## config.mk

```make
export PLATFORM = sky130hd
export DESIGN_NAME = uart_top
export DESIGN_NICKNAME = d
export VERILOG_FILES = /design/src/uart_pkg.sv /design/src/uart_baud_gen.sv /design/src/uart_rx.sv /design/src/uart_top.sv /design/src/uart_tx.sv /design/src/uart_wb_regs.sv
export VERILOG_INCLUDE_DIRS = /design/src
export SDC_FILE = /design/constraint.sdc
export NUM_CORES = 1
export LEC_CHECK = 0
export ABC_AREA = 1
export BUFFER_PORTS_ARGS = -buffer_cell sky130_fd_sc_hd__buf_2
export CAP_MARGIN = 20
export CORE_UTILIZATION = 40
export DETAILED_ROUTE_END_ITERATION = 7
export HOLD_SLACK_MARGIN = 0.12
export PLACE_DENSITY_LB_ADDON = 0.2
export SLEW_MARGIN = 40
export SYNTH_ARGS = -nofsm -noshare
export SYNTH_HDL_FRONTEND = slang
export SYNTH_SLANG_ARGS = --single-unit
```

## constraint.sdc

```tcl
create_clock -name clk -period 2.29 [get_ports clk]
set_clock_uncertainty 0.2 [all_clocks]
set_input_delay 0.458 -clock clk [delete_from_list [all_inputs] [get_ports clk]]
set_output_delay 0.458 -clock clk [all_outputs]
set_load 0.005 [all_outputs]
```

## src/uart_macros.svh

```systemverilog
`ifndef UART_MACROS_SVH
`define UART_MACROS_SVH

// Baud generator and bit timing
`define UART_BAUD_DIV      4   // Clocks per oversampling tick
`define UART_OVERSAMPLE    16  // Ticks per serial bit

// Width of one serial data word
`define UART_DATA_W        8

// Bit positions in the STATUS register
`define UART_ST_TX_BUSY    0   // Transmitter shifting a frame
`define UART_ST_RX_VALID   1   // Receive holding register full
`define UART_ST_FRAME_ERR  2   // Stop bit seen low
`define UART_ST_PARITY_ERR 3   // Parity bit mismatch
`define UART_ST_OVERRUN    4   // Byte lost, holding register was full

`endif

```

## src/uart_pkg.sv

```systemverilog
package uart_pkg;

    // Transmitter FSM states
    typedef enum logic [2:0] {
        tx_idle,
        tx_start,
        tx_data,
        tx_parity,
        tx_stop
    } tx_state_t;

    // Receiver FSM states
    typedef enum logic [2:0] {
        rx_idle,
        rx_start,
        rx_data,
        rx_parity,
        rx_stop
    } rx_state_t;

    // Wishbone register map
    typedef enum logic [1:0] {
        addr_data   = 2'd0,
        addr_status = 2'd1,
        addr_ctrl   = 2'd2
    } reg_addr_t;

endpackage

```

## src/uart_baud_gen.sv

```systemverilog
`timescale 1ns/1ps
`include "uart_macros.svh"

module uart_baud_gen (
    input  logic clk,
    input  logic rst,
    output logic tick
);

    localparam int CNT_W = $clog2(`UART_BAUD_DIV + 1);

    logic [CNT_W-1:0] cnt; // Clocks left in the current tick period

    // Down counter, tick is registered so it is a clean one-clock pulse
    always_ff @(posedge clk or posedge rst) begin
        if (rst) begin
            cnt  <= CNT_W'(`UART_BAUD_DIV);
            tick <= 1'b0;
        end else if (cnt == CNT_W'(1)) begin
            cnt  <= CNT_W'(`UART_BAUD_DIV); // Reload on wrap
            tick <= 1'b1;
        end else begin
            cnt  <= cnt - 1'b1;
            tick <= 1'b0;
        end
    end

endmodule

```

## src/uart_rx.sv

```systemverilog
`timescale 1ns/1ps
`include "uart_macros.svh"

module uart_rx (
    input  logic                    clk,
    input  logic                    rst,
    input  logic                    tick,
    input  logic                    rx,
    input  logic                    parity_en,
    input  logic                    parity_odd,
    output logic [`UART_DATA_W-1:0] rx_byte,
    output logic                    rx_done,
    output logic                    frame_err,
    output logic                    parity_err
);

    localparam int TCNT_W = $clog2(`UART_OVERSAMPLE);
    localparam int BCNT_W = $clog2(`UART_DATA_W);

    uart_pkg::rx_state_t     state;
    logic                    rx_meta;  // First synchronizer stage
    logic                    rx_s;     // Synchronized line
    logic [TCNT_W-1:0]       tick_cnt;
    logic [BCNT_W-1:0]       bit_cnt;
    logic [`UART_DATA_W-1:0] shift;
    logic                    par_bad;  // Parity mismatch of the current frame
    logic                    mid_tick;
    logic                    full_tick;
    logic                    sample;

    // Start bit is confirmed half a bit in, later bits one full bit apart
    assign mid_tick  = tick && (tick_cnt == TCNT_W'(`UART_OVERSAMPLE / 2 - 1));
    assign full_tick = tick && (tick_cnt == TCNT_W'(`UART_OVERSAMPLE - 1));
    assign sample    = (state == uart_pkg::rx_start) ? mid_tick : full_tick;

    always_ff @(posedge clk or posedge rst) begin
        if (rst) begin
            rx_meta <= 1'b1;
            rx_s    <= 1'b1;
        end else begin
            rx_meta <= rx;
            rx_s    <= rx_meta;
        end
    end

    // Received bits, LSB arrives first
    always_ff @(posedge clk) begin
        if (state == uart_pkg::rx_data && sample) begin
            shift <= {rx_s, shift[`UART_DATA_W-1:1]};
        end
        if (state == uart_pkg::rx_stop && sample) begin
            rx_byte <= shift;
        end
    end

    always_ff @(posedge clk or posedge rst) begin
        if (rst) begin
            state      <= uart_pkg::rx_idle;
            tick_cnt   <= '0;
            bit_cnt    <= '0;
            par_bad    <= 1'b0;
            rx_done    <= 1'b0;
            frame_err  <= 1'b0;
            parity_err <= 1'b0;
        end else begin
            rx_done <= 1'b0;
            if (state == uart_pkg::rx_idle) begin
                tick_cnt <= '0;
            end else if (tick) begin
                tick_cnt <= sample ? '0 : tick_cnt + 1'b1;
            end

            case (state)
                uart_pkg::rx_idle: begin
                    if (tick && !rx_s) begin
                        state <= uart_pkg::rx_start;
                    end
                end
                uart_pkg::rx_start: begin
                    if (sample) begin
                        bit_cnt <= '0;
                        par_bad <= 1'b0;
                        state   <= rx_s ? uart_pkg::rx_idle : uart_pkg::rx_data; // Glitch check
                    end
                end
                uart_pkg::rx_data: begin
                    if (sample) begin
                        bit_cnt <= bit_cnt + 1'b1;
                        if (bit_cnt == BCNT_W'(`UART_DATA_W - 1)) begin
                            state <= parity_en ? uart_pkg::rx_parity : uart_pkg::rx_stop;
                        end
                    end
                end
                uart_pkg::rx_parity: begin
                    if (sample) begin
                        par_bad <= rx_s ^ (^shift) ^ parity_odd;
                        state   <= uart_pkg::rx_stop;
                    end
                end
                uart_pkg::rx_stop: begin
                    if (sample) begin
                        rx_done    <= 1'b1; // Middle of the stop bit
                        frame_err  <= !rx_s;
                        parity_err <= par_bad;
                        state      <= uart_pkg::rx_idle;
                    end
                end
                default: state <= uart_pkg::rx_idle;
            endcase
        end
    end

endmodule

```

## src/uart_top.sv

```systemverilog
`timescale 1ns/1ps
`include "uart_macros.svh"

module uart_top (
    input  logic                    clk,
    input  logic                    rst,
    input  logic                    wb_cyc,
    input  logic                    wb_stb,
    input  logic                    wb_we,
    input  uart_pkg::reg_addr_t     wb_adr,
    input  logic [`UART_DATA_W-1:0] wb_dat_w,
    output logic [`UART_DATA_W-1:0] wb_dat_r,
    output logic                    wb_ack,
    input  logic                    rx,
    output logic                    tx
);

    logic                    tick;       // Shared 16x oversampling tick
    logic                    tx_load;
    logic [`UART_DATA_W-1:0] tx_byte;
    logic                    tx_busy;
    logic                    parity_en;
    logic                    parity_odd;
    logic [`UART_DATA_W-1:0] rx_byte;
    logic                    rx_done;
    logic                    frame_err;
    logic                    parity_err;

    uart_baud_gen u_baud_gen (
        .clk  (clk),
        .rst  (rst),
        .tick (tick)
    );

    uart_tx u_tx (
        .clk        (clk),
        .rst        (rst),
        .tick       (tick),
        .tx_load    (tx_load),
        .tx_byte    (tx_byte),
        .parity_en  (parity_en),
        .parity_odd (parity_odd),
        .tx         (tx),
        .tx_busy    (tx_busy)
    );

    uart_rx u_rx (
        .clk        (clk),
        .rst        (rst),
        .tick       (tick),
        .rx         (rx),
        .parity_en  (parity_en),
        .parity_odd (parity_odd),
        .rx_byte    (rx_byte),
        .rx_done    (rx_done),
        .frame_err  (frame_err),
        .parity_err (parity_err)
    );

    uart_wb_regs u_regs (
        .clk        (clk),
        .rst        (rst),
        .wb_cyc     (wb_cyc),
        .wb_stb     (wb_stb),
        .wb_we      (wb_we),
        .wb_adr     (wb_adr),
        .wb_dat_w   (wb_dat_w),
        .wb_dat_r   (wb_dat_r),
        .wb_ack     (wb_ack),
        .tx_busy    (tx_busy),
        .tx_load    (tx_load),
        .tx_byte    (tx_byte),
        .parity_en  (parity_en),
        .parity_odd (parity_odd),
        .rx_byte    (rx_byte),
        .rx_done    (rx_done),
        .frame_err  (frame_err),
        .parity_err (parity_err)
    );

endmodule

```

## src/uart_tx.sv

```systemverilog
`timescale 1ns/1ps
`include "uart_macros.svh"

module uart_tx (
    input  logic                    clk,
    input  logic                    rst,
    input  logic                    tick,
    input  logic                    tx_load,
    input  logic [`UART_DATA_W-1:0] tx_byte,
    input  logic                    parity_en,
    input  logic                    parity_odd,
    output logic                    tx,
    output logic                    tx_busy
);

    localparam int TCNT_W = $clog2(`UART_OVERSAMPLE);
    localparam int BCNT_W = $clog2(`UART_DATA_W);

    uart_pkg::tx_state_t     state;
    logic [TCNT_W-1:0]       tick_cnt; // Ticks into the current bit
    logic [BCNT_W-1:0]       bit_cnt;  // Data bit index
    logic [`UART_DATA_W-1:0] shift;
    logic                    par_bit;  // Parity bit for the latched byte
    logic                    par_on;   // Parity setting frozen for this frame
    logic                    bit_end;

    assign bit_end = tick && (tick_cnt == TCNT_W'(`UART_OVERSAMPLE - 1));

    // Frame payload, captured at load and shifted after each data bit
    always_ff @(posedge clk) begin
        if (state == uart_pkg::tx_idle && tx_load) begin
            shift   <= tx_byte;
            par_bit <= ^tx_byte ^ parity_odd;
            par_on  <= parity_en;
        end else if (state == uart_pkg::tx_data && bit_end) begin
            shift <= shift >> 1;
        end
    end

    always_ff @(posedge clk or posedge rst) begin
        if (rst) begin
            state    <= uart_pkg::tx_idle;
            tick_cnt <= '0;
            bit_cnt  <= '0;
            tx       <= 1'b1; // Line idles high
            tx_busy  <= 1'b0;
        end else begin
            if (state == uart_pkg::tx_idle) begin
                tick_cnt <= '0;
            end else if (tick) begin
                tick_cnt <= bit_end ? '0 : tick_cnt + 1'b1;
            end

            case (state)
                uart_pkg::tx_idle: begin
                    if (tx_load) begin
                        tx_busy <= 1'b1;
                    end else if (tx_busy && tick) begin
                        tx    <= 1'b0; // Start bit aligned to a tick
                        state <= uart_pkg::tx_start;
                    end
                end
                uart_pkg::tx_start: begin
                    if (bit_end) begin
                        tx      <= shift[0]; // LSB first
                        bit_cnt <= '0;
                        state   <= uart_pkg::tx_data;
                    end
                end
                uart_pkg::tx_data: begin
                    if (bit_end) begin
                        if (bit_cnt == BCNT_W'(`UART_DATA_W - 1)) begin
                            tx    <= par_on ? par_bit : 1'b1;
                            state <= par_on ? uart_pkg::tx_parity : uart_pkg::tx_stop;
                        end else begin
                            tx      <= shift[1]; // Next bit, shift moves on this edge
                            bit_cnt <= bit_cnt + 1'b1;
                        end
                    end
                end
                uart_pkg::tx_parity: begin
                    if (bit_end) begin
                        tx    <= 1'b1; // Stop bit
                        state <= uart_pkg::tx_stop;
                    end
                end
                uart_pkg::tx_stop: begin
                    if (bit_end) begin
                        tx_busy <= 1'b0;
                        state   <= uart_pkg::tx_idle;
                    end
                end
                default: state <= uart_pkg::tx_idle;
            endcase
        end
    end

endmodule

```

## src/uart_wb_regs.sv

```systemverilog
`timescale 1ns/1ps
`include "uart_macros.svh"

module uart_wb_regs (
    input  logic                    clk,
    input  logic                    rst,
    input  logic                    wb_cyc,
    input  logic                    wb_stb,
    input  logic                    wb_we,
    input  uart_pkg::reg_addr_t     wb_adr,
    input  logic [`UART_DATA_W-1:0] wb_dat_w,
    output logic [`UART_DATA_W-1:0] wb_dat_r,
    output logic                    wb_ack,
    input  logic                    tx_busy,
    output logic                    tx_load,
    output logic [`UART_DATA_W-1:0] tx_byte,
    output logic                    parity_en,
    output logic                    parity_odd,
    input  logic [`UART_DATA_W-1:0] rx_byte,
    input  logic                    rx_done,
    input  logic                    frame_err,
    input  logic                    parity_err
);

    logic                    req;      // New Wishbone request this clock
    logic                    data_wr;
    logic                    data_rd;
    logic                    ctrl_wr;
    logic                    tx_free;
    logic                    rx_valid;
    logic                    overrun;
    logic                    frame_flag;
    logic                    parity_flag;
    logic [`UART_DATA_W-1:0] rx_hold;  // Receive holding register
    logic [`UART_DATA_W-1:0] status;

    assign req     = wb_cyc && wb_stb && !wb_ack;
    assign data_wr = req && wb_we && (wb_adr == uart_pkg::addr_data);
    assign data_rd = req && !wb_we && (wb_adr == uart_pkg::addr_data);
    assign ctrl_wr = req && wb_we && (wb_adr == uart_pkg::addr_ctrl);
    assign tx_free = !tx_busy; // Transmitter can take a new byte

    always_comb begin
        status                      = '0;
        status[`UART_ST_TX_BUSY]    = tx_busy;
        status[`UART_ST_RX_VALID]   = rx_valid;
        status[`UART_ST_FRAME_ERR]  = frame_flag;
        status[`UART_ST_PARITY_ERR] = parity_flag;
        status[`UART_ST_OVERRUN]    = overrun;
    end

    always_ff @(posedge clk or posedge rst) begin
        if (rst) begin
            wb_ack      <= 1'b0;
            tx_load     <= 1'b0;
            parity_en   <= 1'b0;
            parity_odd  <= 1'b0;
            rx_valid    <= 1'b0;
            overrun     <= 1'b0;
            frame_flag  <= 1'b0;
            parity_flag <= 1'b0;
        end else begin
            wb_ack  <= req;                // Single-cycle ack, no wait states
            tx_load <= data_wr && tx_free; // Busy writes are acked and dropped
            if (ctrl_wr) begin
                parity_en  <= wb_dat_w[0];
                parity_odd <= wb_dat_w[1];
            end
            // A byte arriving during the DATA read stays valid
            rx_valid    <= rx_done || (rx_valid && !data_rd);
            overrun     <= (overrun && !data_rd) || (rx_done && rx_valid && !data_rd);
            frame_flag  <= (frame_flag && !data_rd) || (rx_done && frame_err);
            parity_flag <= (parity_flag && !data_rd) || (rx_done && parity_err);
        end
    end

    always_ff @(posedge clk) begin
        if (data_wr && tx_free) begin
            tx_byte <= wb_dat_w;
        end
        if (rx_done && (!rx_valid || data_rd)) begin
            rx_hold <= rx_byte; // Old byte kept on overrun
        end
        if (req && !wb_we) begin
            case (wb_adr)
                uart_pkg::addr_data:   wb_dat_r <= rx_hold;
                uart_pkg::addr_status: wb_dat_r <= status;
                uart_pkg::addr_ctrl:   wb_dat_r <= {{(`UART_DATA_W - 2){1'b0}}, parity_odd, parity_en};
                default:               wb_dat_r <= '0;
            endcase
        end
    end

endmodule

```

* Yosys cells after proc, flatten, opt, wreduce, memory -nomap -nowiden
Cells that the tools add are included.
Word-level totals: register bits after elaboration 90, bits of input ports 16
Operators by class: $add $sub $neg 5, eq/ne operators 31, mux-type cells 51, bitwise operators 3, reductions and logical operators 58
Operators with widths (count):
- 2-to-1 mux 3 bit | 19
- one-hot mux 3 bit (5 select lines) | 2
- logical AND 1 bit | 26
- 2-to-1 mux 4 bit | 6
- one-hot mux 8 bit (3 select lines) | 1
- inequality test 2 x 1 -> 1 bit (second input constant) | 9
- 2-to-1 mux 8 bit | 2
- XOR reduction 8 bit | 2
- 2-to-1 mux 1 bit | 15
- nonzero test 2 bit | 7
- equality test 3 x 2 -> 1 bit (second input constant) | 4
- equality test 3 bit (second input constant) | 4
- inequality test 2 bit (second input constant) | 6
- one-hot mux 3 bit (2 select lines) | 2
- AND reduction 6 bit | 2
- equality test 3 x 1 -> 1 bit (second input constant) | 3
- AND reduction 3 bit | 3
- adder 4 x 1 -> 4 bit (second input constant) | 2
- equality test 4 bit (second input constant) | 2
- AND reduction 7 bit | 1
- adder 3 x 1 -> 3 bit (second input constant) | 2
- logical NOT 1 bit | 6
- logical NOT 3 bit | 2
- logical OR 1 bit | 5
- 12 further kinds | 15

* Longest topological paths before layout
Gate-level depths: netlist of run 1.
word-level depth 7, depth in mapped cells 11, mapped depth without buffers 11

* By module
A second synthesis of run 1 with hierarchy kept.
Unflattened totals: cells, all modules 415, area, all modules 4108.9 um^2
Modules (own cells, without submodules):
- uart_rx | times used 1, cells an instance 150, area each 1450.1 um^2, sequential area each 883.3 um^2
- uart_tx | times used 1, cells an instance 162, area each 1286.2 um^2, sequential area each 601.8 um^2
- uart_wb_regs | times used 1, cells an instance 85, area each 1192.4 um^2, sequential area each 920.9 um^2
- uart_baud_gen | times used 1, cells an instance 18, area each 180.2 um^2, sequential area each 101.3 um^2

* Least setup slack after synthesis of run 1
OpenSTA, ideal clock, no wires.
kind input to register, start point input port wb_stb, end point register u_regs.rx_hold[0] (enable), setup time 0.375 ns, arrival 1.686 ns, setup slack 0.028 ns, stages 6, path buffers 0, cells stage by stage inv_1 nor2_1 nand2_1 nor2_1 nand2_1 a21oi_1
On the way: word-level cells in the longest chain between the ends 6
Ends and longest elaborated chain:
- start: declaration | line uart_top.sv:8 | input logic wb_stb,
- logical AND 1 bit (2 in series) | line uart_wb_regs.sv:37 | assign req = wb_cyc && wb_stb && !wb_ack;
- logical AND 1 bit (2 in series) | line uart_wb_regs.sv:39 | assign data_rd = req && !wb_we && (wb_adr == uart_pkg::addr_data);
- logical OR 1 bit | line uart_wb_regs.sv:81 | if (rx_done && (!rx_valid || data_rd)) begin
- logical AND 1 bit | line uart_wb_regs.sv:81
- end signal: assignment | line uart_wb_regs.sv:82 | rx_hold <= rx_byte;
- end: declaration | line uart_wb_regs.sv:34 | logic [`UART_DATA_W-1:0] rx_hold;
Every way passes these cells. A chain may end at the register's enable or synchronous reset.

* Final worst setup path of run 1
start point register u_tx.state[1], end point register u_tx.shift[7] (enable)
On the way: word-level cells in the longest chain between the ends 3, elaborated cells between the ends (all ways) 5, those cells by class 1 x eq/ne; 4 x reduce/logical
Ends and longest elaborated chain:
- start: declaration | line uart_tx.sv:19 | uart_pkg::tx_state_t state;
- start signal: assignment | line uart_tx.sv:42 | state <= uart_pkg::tx_idle;
- start signal: assignment | line uart_tx.sv:60 | state <= uart_pkg::tx_start;
- start signal: assignment | line uart_tx.sv:67 | state <= uart_pkg::tx_data;
- equality test 3 x 2 -> 1 bit or logical NOT 3 bit (tied branches) | line uart_tx.sv:35, uart_tx.sv:31
- logical AND 1 bit (on tied branches) | line uart_tx.sv:35, uart_tx.sv:31
- nonzero test 2 bit (no source line) *
- end signal: assignment | line uart_tx.sv:32 | shift <= tx_byte;
- end signal: assignment | line uart_tx.sv:36 | shift <= shift >> 1;
- end: declaration | line uart_tx.sv:22 | logic [`UART_DATA_W-1:0] shift;
Mark *: on every way between the ends. The rest lies on a longest branch, timed or not.

==> results of run 1 <==
-- metrics by stage --
step | instance area (um^2) | util | worst slack, ns | std cells
after global routing | 4530 | 0.486 | 0.193 | 557
after detailed placement | 4220 | 0.452 | 0.320 | 531
final | 4530 | 0.486 | 0.302 | 557
after CTS | 4530 | 0.486 | 0.329 | 557
after floorplan | 3890 | - | 0.0282 | 372
after global placement | 4220 | 0.452 | 0.397 | 531
-- per-layer routing --
layer  part of all wire  vias up  track usage
met2               0.47       56        0.228
li1                   -     1325            -
met4              0.014        0       0.0502
met3              0.036        8       0.0458
met5                  0        -            0
met1               0.48     1206        0.170
-- what timing repair did --
item,in CTS,in global routing
hold buffers,10,0
setup buffers,0,0
endpoints found under the hold margin,45,0
setup endpoints to repair,0,0
resized for setup,0,0
-- how the worst min path moves through the flow --
stage / cells past startpoint / slack [ns] / endpoint / from
floorplan: 0 / 0.15 / u_rx.rx_s / u_rx.rx_meta
global placement: 0 / 0.15 / u_rx.rx_s / u_rx.rx_meta
detailed placement: 0 / 0.15 / u_rx.rx_s / u_rx.rx_meta
CTS: 3 / 0.13 / u_regs.wb_ack / wb_cyc
global route: 3 / 0.13 / u_regs.wb_ack / wb_cyc
finish: 3 / 0.15 / u_regs.wb_ack / wb_cyc
-- cell usage after synthesis, types with 2 or more instances --
cell type / number
nand2_1: 100
edfxtp_1: 50
inv_1: 49
dfrtp_1: 36
nand3_1: 25
nor2_1: 23
o21ai_0: 17
a21oi_1: 8
ha_1: 8
inv_2: 7
xnor2_1: 6
xor2_1: 6
o21ai_1: 5
dfstp_2: 4
nor2_4: 3
nor3_1: 3
a22oi_1: 2
o211ai_1: 2
o21ai_2: 2
-- layout make-up --
class | instances | area [um^2]
fillers | 857 | 4790
flip-flops and latches | 90 | 2510
multi-input cells | 225 | 1170
repair buffers | 41 | 270
inverters | 56 | 210
well taps | 129 | 161
clock buffers | 10 | 128
clock inverters | 6 | 88.8
-- kinds of logic after synthesis --
| kind of cell | synth area share |
|---|---|
| flops | 0.644 |
| simple gates | 0.180 |
| mux | 0.00257 |
| compound gates | 0.0646 |
| buf+inv | 0.0553 |
| fa+ha+maj | 0.0257 |
| xor+xnor | 0.0270 |
-- where the power goes --
part / internal, W / switching (W)
Sequential: 0.00182 / 0.000126
Combinational: 0.000264 / 0.000498
Clock: 0.000619 / 0.000540
Total: 0.00271 / 0.00116
-- registers in the layout, indices dropped and copies added, names as in the netlist, 3 cells and up --
signal / cells
u_rx.bit_cnt: 3
u_regs.wb_dat_r: 8
u_rx.shift: 8
u_regs.rx_hold: 8
u_regs.tx_byte: 8
u_baud_gen.cnt: 3
u_rx.rx_byte: 8
u_tx.state: 3
u_tx.shift: 8
u_rx.tick_cnt: 4
u_tx.tick_cnt: 4
u_tx.bit_cnt: 3
u_rx.state: 3
-- tightest hold or removal path: stages --
cell     delay, ns
buf_2         0.08
nand2_1       0.06
inv_1         0.08
-- placed cells by master (no fill, tap or decap), types with 3 or more instances in the layout --
cell / count
nand2_1: 100
edfxtp_1: 50
inv_1: 49
dfrtp_1: 36
nand3_1: 25
buf_2: 25
nor2_1: 23
o21ai_0: 17
dlygate4sd3_1: 10
clkbuf_8: 9
a21oi_1: 8
ha_1: 8
inv_2: 7
xor2_1: 6
xnor2_1: 6
buf_4: 6
o21ai_1: 5
dfstp_2: 4
nor2_4: 3
nor3_1: 3
==> summary.md, run 1 <==
| Metric | Value |
|---|---|
| Run status | completed |
| Clock root buffer | clkbuf_8 |
| Critical path arrival | 1.86 ns |
| Initial antenna violation count | 0 |
| HPWL Detailed | 4710 um |
| TritonCTS buffer count | 9 |
| Final min period | 1.99 ns |
| Vias in the first global route | 2401 |
| Die span in y | 101 um |
| Worst path top cell family by delay | simple AND/OR/NAND/NOR gates |
| Crit path capture | u_tx.shift[7] |
| Antenna Diode Count | 0 |
| Design Power | 0.00387 W |
| Post-DR vias/cell | 4.66 |
| DRC | 0 |
| Initial DRC count | 82 |
| Peak VDD IR | 431 uV |
| Largest net degree at the start of global routing | 41 |
| Synth area leaders | edfxtp_1 39%, dfrtp_1 23%, nand2_1 9.6% |
| Syn Inst Count | 372 |
| Leakage | 2.07 nW |
| Port bufs | 25 |
| YS warnings | 0 |
| Area Overhead vs Synth | 16.5% |
| TritonRoute pass-1 iters | 4 |
| Via count | 2595 |
| Drt total wl | 6420 um |
| Final Hold Viols | 0 |
| Core box area | 9330 um^2 |
| Startpoint types | flip-flop |
| Asr flop ratio synth | 0.444 |
| Worst Hold Class | in2reg |
| Count of nets left with antenna violations after detail routing | 0 |
| Total GRT Usage | 0.138 |
| Clock sink total | 90 |
| Global route total overflow | 0 |
| Hold WS | 0.154 ns |
| Final worst path period share | 0.868 |
| Synth cell types | 35 |
| Critical Path Stages | 6 |
| Final Max Tran Viols | 0 |
| Maxcap violations | 0 |
| FF-to-FF End | u_tx.shift[7] |
| Crit path largest cell delay | 0.45 ns |
| Net Count, Synth | 396 |
| Gpl congestion | 0.872 |
| Pwr/cell area | 854 nW/um^2 |
| EDFF count, synth | 50 |
| Max Freq | 0.503 GHz |
| First-pass GRT wire length | 10600 um |
| Synth Cell Area | 3890 um^2 |
| Max transition margin | 0.655 |
| Setup TNS | 0 ns |
| Avg Inst Size Synth | 10.5 um^2 |
| # nets final | 447 |
| Critical-path maximum fanout | 10 |
| Share of cells above drive strength 1 | 0.154 |
| CP Cell Sequence | nor2_1 > nand2_1 > nor2_4 > inv_2 > o21ai_0 > buf_4 |
| Synth top area share | 0.386 |
| Die X | 101 um |
| CTS tree | built |
| Cell Rows | 35 |
| FF-to-FF Start | u_tx.state[1] |
| Post-synth top flop | edfxtp_1 |
| R2R depth | 6 |
| Slew @ Worst Pin | 0.517 ns |
| I/O Pins | 26 |
| R2R Setup Slk | 0.30 ns |
| WL/cell | 11.5 um |
| CP bufs+invs | 2 |
| Seq cells post-synth | 90 |
| RSZ-0062 raised after global routing | false |
| Worst EP required | 2.16 ns |
| Endpoints failing setup | 0 |
| Slowest stage cell, crit path | dfrtp_1 |
| Max clock buf depth | 2 |
| CTS HTree Levels | 3 |
| Register area share after synthesis | 0.644 |
| Nature of the critical path endpoint | flip-flop |
| Crit. Startpoint | u_tx.state[1] |
| Clock slew at reported path FFs | 0.09 ns |
| Die area | 10100 um^2 |
| Later-pin clock latency in the skew report | 0.35 ns |
| Synth area leader | edfxtp_1 |
| Starting Density | 0.417 |
| Critical path class | reg2reg |
Power figures use the tool's default switching activity.
==> run 2, diff against run 1 <==
Settings changed: CORE_UTILIZATION 40 to 50.
==> run 2 against run 1 <==
Net effect:
- sequential power about the same
- clock power is 15% lower
- cell area is 1.5% lower
- register-to-register slack is essentially flat
- combinational power up 2%
- setup slack got worse by 0.0030 ns
- critical path depth is the same
- critical path type unchanged
- final cell count shrank 5.4%
- wire length increased by 0.90%
==> summary.md, run 2 (synthesis results as in run 1) <==
| Metric | Value |
|---|---|
| WL/cell | 12.3 um |
| Die X | 90.2 um |
| Later-pin clock latency in the skew report | 0.35 ns |
| Endpoints failing setup | 0 |
| Pwr/cell area | 832 nW/um^2 |
| Cell Rows | 31 |
| Final worst path period share | 0.869 |
| Clock sink total | 90 |
| Final Hold Viols | 0 |
| FF-to-FF End | u_tx.shift[5] |
| Area Overhead vs Synth | 14.7% |
| Antenna Diode Count | 0 |
| Total GRT Usage | 0.180 |
| Util after Layout | 0.606 |
| HPWL Detailed | 4680 um |
| Post-DR vias/cell | 4.92 |
| Cts-stage hold buffer count | 10 |
| Final Max Tran Viols | 0 |
| TritonRoute pass-1 iters | 4 |
| Hold Path Depth | 0 |
| Initial antenna violation count | 0 |
| Run status | completed |
| R2R Setup Slk | 0.30 ns |
| CTS tree | built |
| Starting Density | 0.528 |
| Cell Area, Placed | 4180 um^2 |
| Placed Cells incl. Taps | 501 |
| Initial DRC count | 178 |
| Commonest cells after routing, fill and taps aside | 100 x nand2_1, 50 x edfxtp_1, 49 x inv_1 |
| Final non-filler cell total | 527 |
| Port bufs | 25 |
| Max clock buf depth | 2 |
| Max transition margin | 0.663 |
| Peak VDD IR | 422 uV |
| Gpl congestion | 0.857 |
| Worst Hold Class | reg2reg |
| Largest net degree at the start of global routing | 41 |
| RSZ-0062 raised after global routing | false |
| First-pass GRT wire length | 11400 um |
| Crit. Startpoint | u_tx.state[1] |
| Critical-path maximum fanout | 10 |
| Leakage | 2.06 nW |
| Hold worst-path end | u_rx.rx_s |
| Worst EP required | 2.16 ns |
| Die area | 8140 um^2 |
| FF-to-FF Start | u_tx.state[1] |
| R2R depth | 6 |
| Final min period | 1.99 ns |
| Share of cells above drive strength 1 | 0.159 |
| Critical path arrival | 1.86 ns |
| Final Cell Area | 4460 um^2 |
| Setup TNS | 0 ns |
| Nature of the critical path endpoint | flip-flop |
| Maxcap violations | 0 |
| Clock slew at reported path FFs | 0.09 ns |
| Post-CTS Resized | 0 |
| Clock root buffer | clkbuf_8 |
| Drt total wl | 6480 um |
| Count of nets left with antenna violations after detail routing | 0 |
| CTS HTree Levels | 3 |
| DRC | 0 |
| Hold Startpoint | u_rx.rx_meta |
| Max Freq | 0.502 GHz |
| Vias in the first global route | 2563 |
| Postcts setup bufs | 0 |
| Design Power | 0.00372 W |
| Most common cell after layout, fill and taps aside | nand2_1 |
| Fillers | 601 |
| Die span in y | 90.2 um |
| TritonCTS buffer count | 9 |
| Critical path class | reg2reg |
| Core box area | 7370 um^2 |
| Via count | 2593 |
| Slew @ Worst Pin | 0.505 ns |
| # nets final | 447 |
| Global route total overflow | 0 |
| I/O Pins | 26 |
| Startpoint types | flip-flop |
run 2: cell type report:
class | instances | area, um^2 | area share
Multi-Input combinational cell | 225 | 1170 | 0.262
Tap cell | 99 | 124 | 0.0277
Timing Repair Buffer | 41 | 270 | 0.0605
Sequential cell | 90 | 2510 | 0.562
Clock inverter | 6 | 46.3 | 0.0104
Inverter | 56 | 210 | 0.0471
Clock buffer | 10 | 138 | 0.0308
run 2: metrics by stage:
step | hold WS [ns] | setup slack [ns]
CTS | 0.146 | 0.314
global route | 0.161 | 0.206
floorplan | 0.145 | 0.0282
global placement | 0.146 | 0.408
detailed placement | 0.148 | 0.313
finish | 0.158 | 0.299
run 2: worst max-delay path: stages, from the launching register on:
cell and delay [ns]:
dfrtp_1 0.45, nor2_1 0.21, nand2_1 0.18, nor2_4 0.26, inv_2 0.13, o21ai_0 0.10, buf_4 0.19
run 2: power breakdown:
group | switching (W) | internal [W] | leakage (nW)
clock network | 0.000552 | 0.000433 | 0.0897
logic | 0.000512 | 0.000263 | 1.00
registers | 0.000132 | 0.00182 | 0.964
total | 0.00120 | 0.00252 | 2.06
run 2: worst max path at each step:
stage | endpoint | slack, ns | cells after the start
2_1_floorplan | u_regs.rx_hold[0] | 0.03 | 6
3_3_place_gp | u_tx.shift[3] | 0.41 | 6
3_5_place_dp | u_tx.shift[2] | 0.31 | 6
4_1_cts | u_tx.shift[4] | 0.31 | 6
5_1_grt | u_tx.shift[6] | 0.21 | 6
6_report | u_tx.shift[5] | 0.30 | 6
run 2: layer usage:
layer,vias up,share of wire,track usage
li1,1323,-,-
met1,1198,0.47,0.230
met2,64,0.47,0.292
met3,8,0.041,0.0508
met4,0,0.015,0.0672
met5,-,0,0
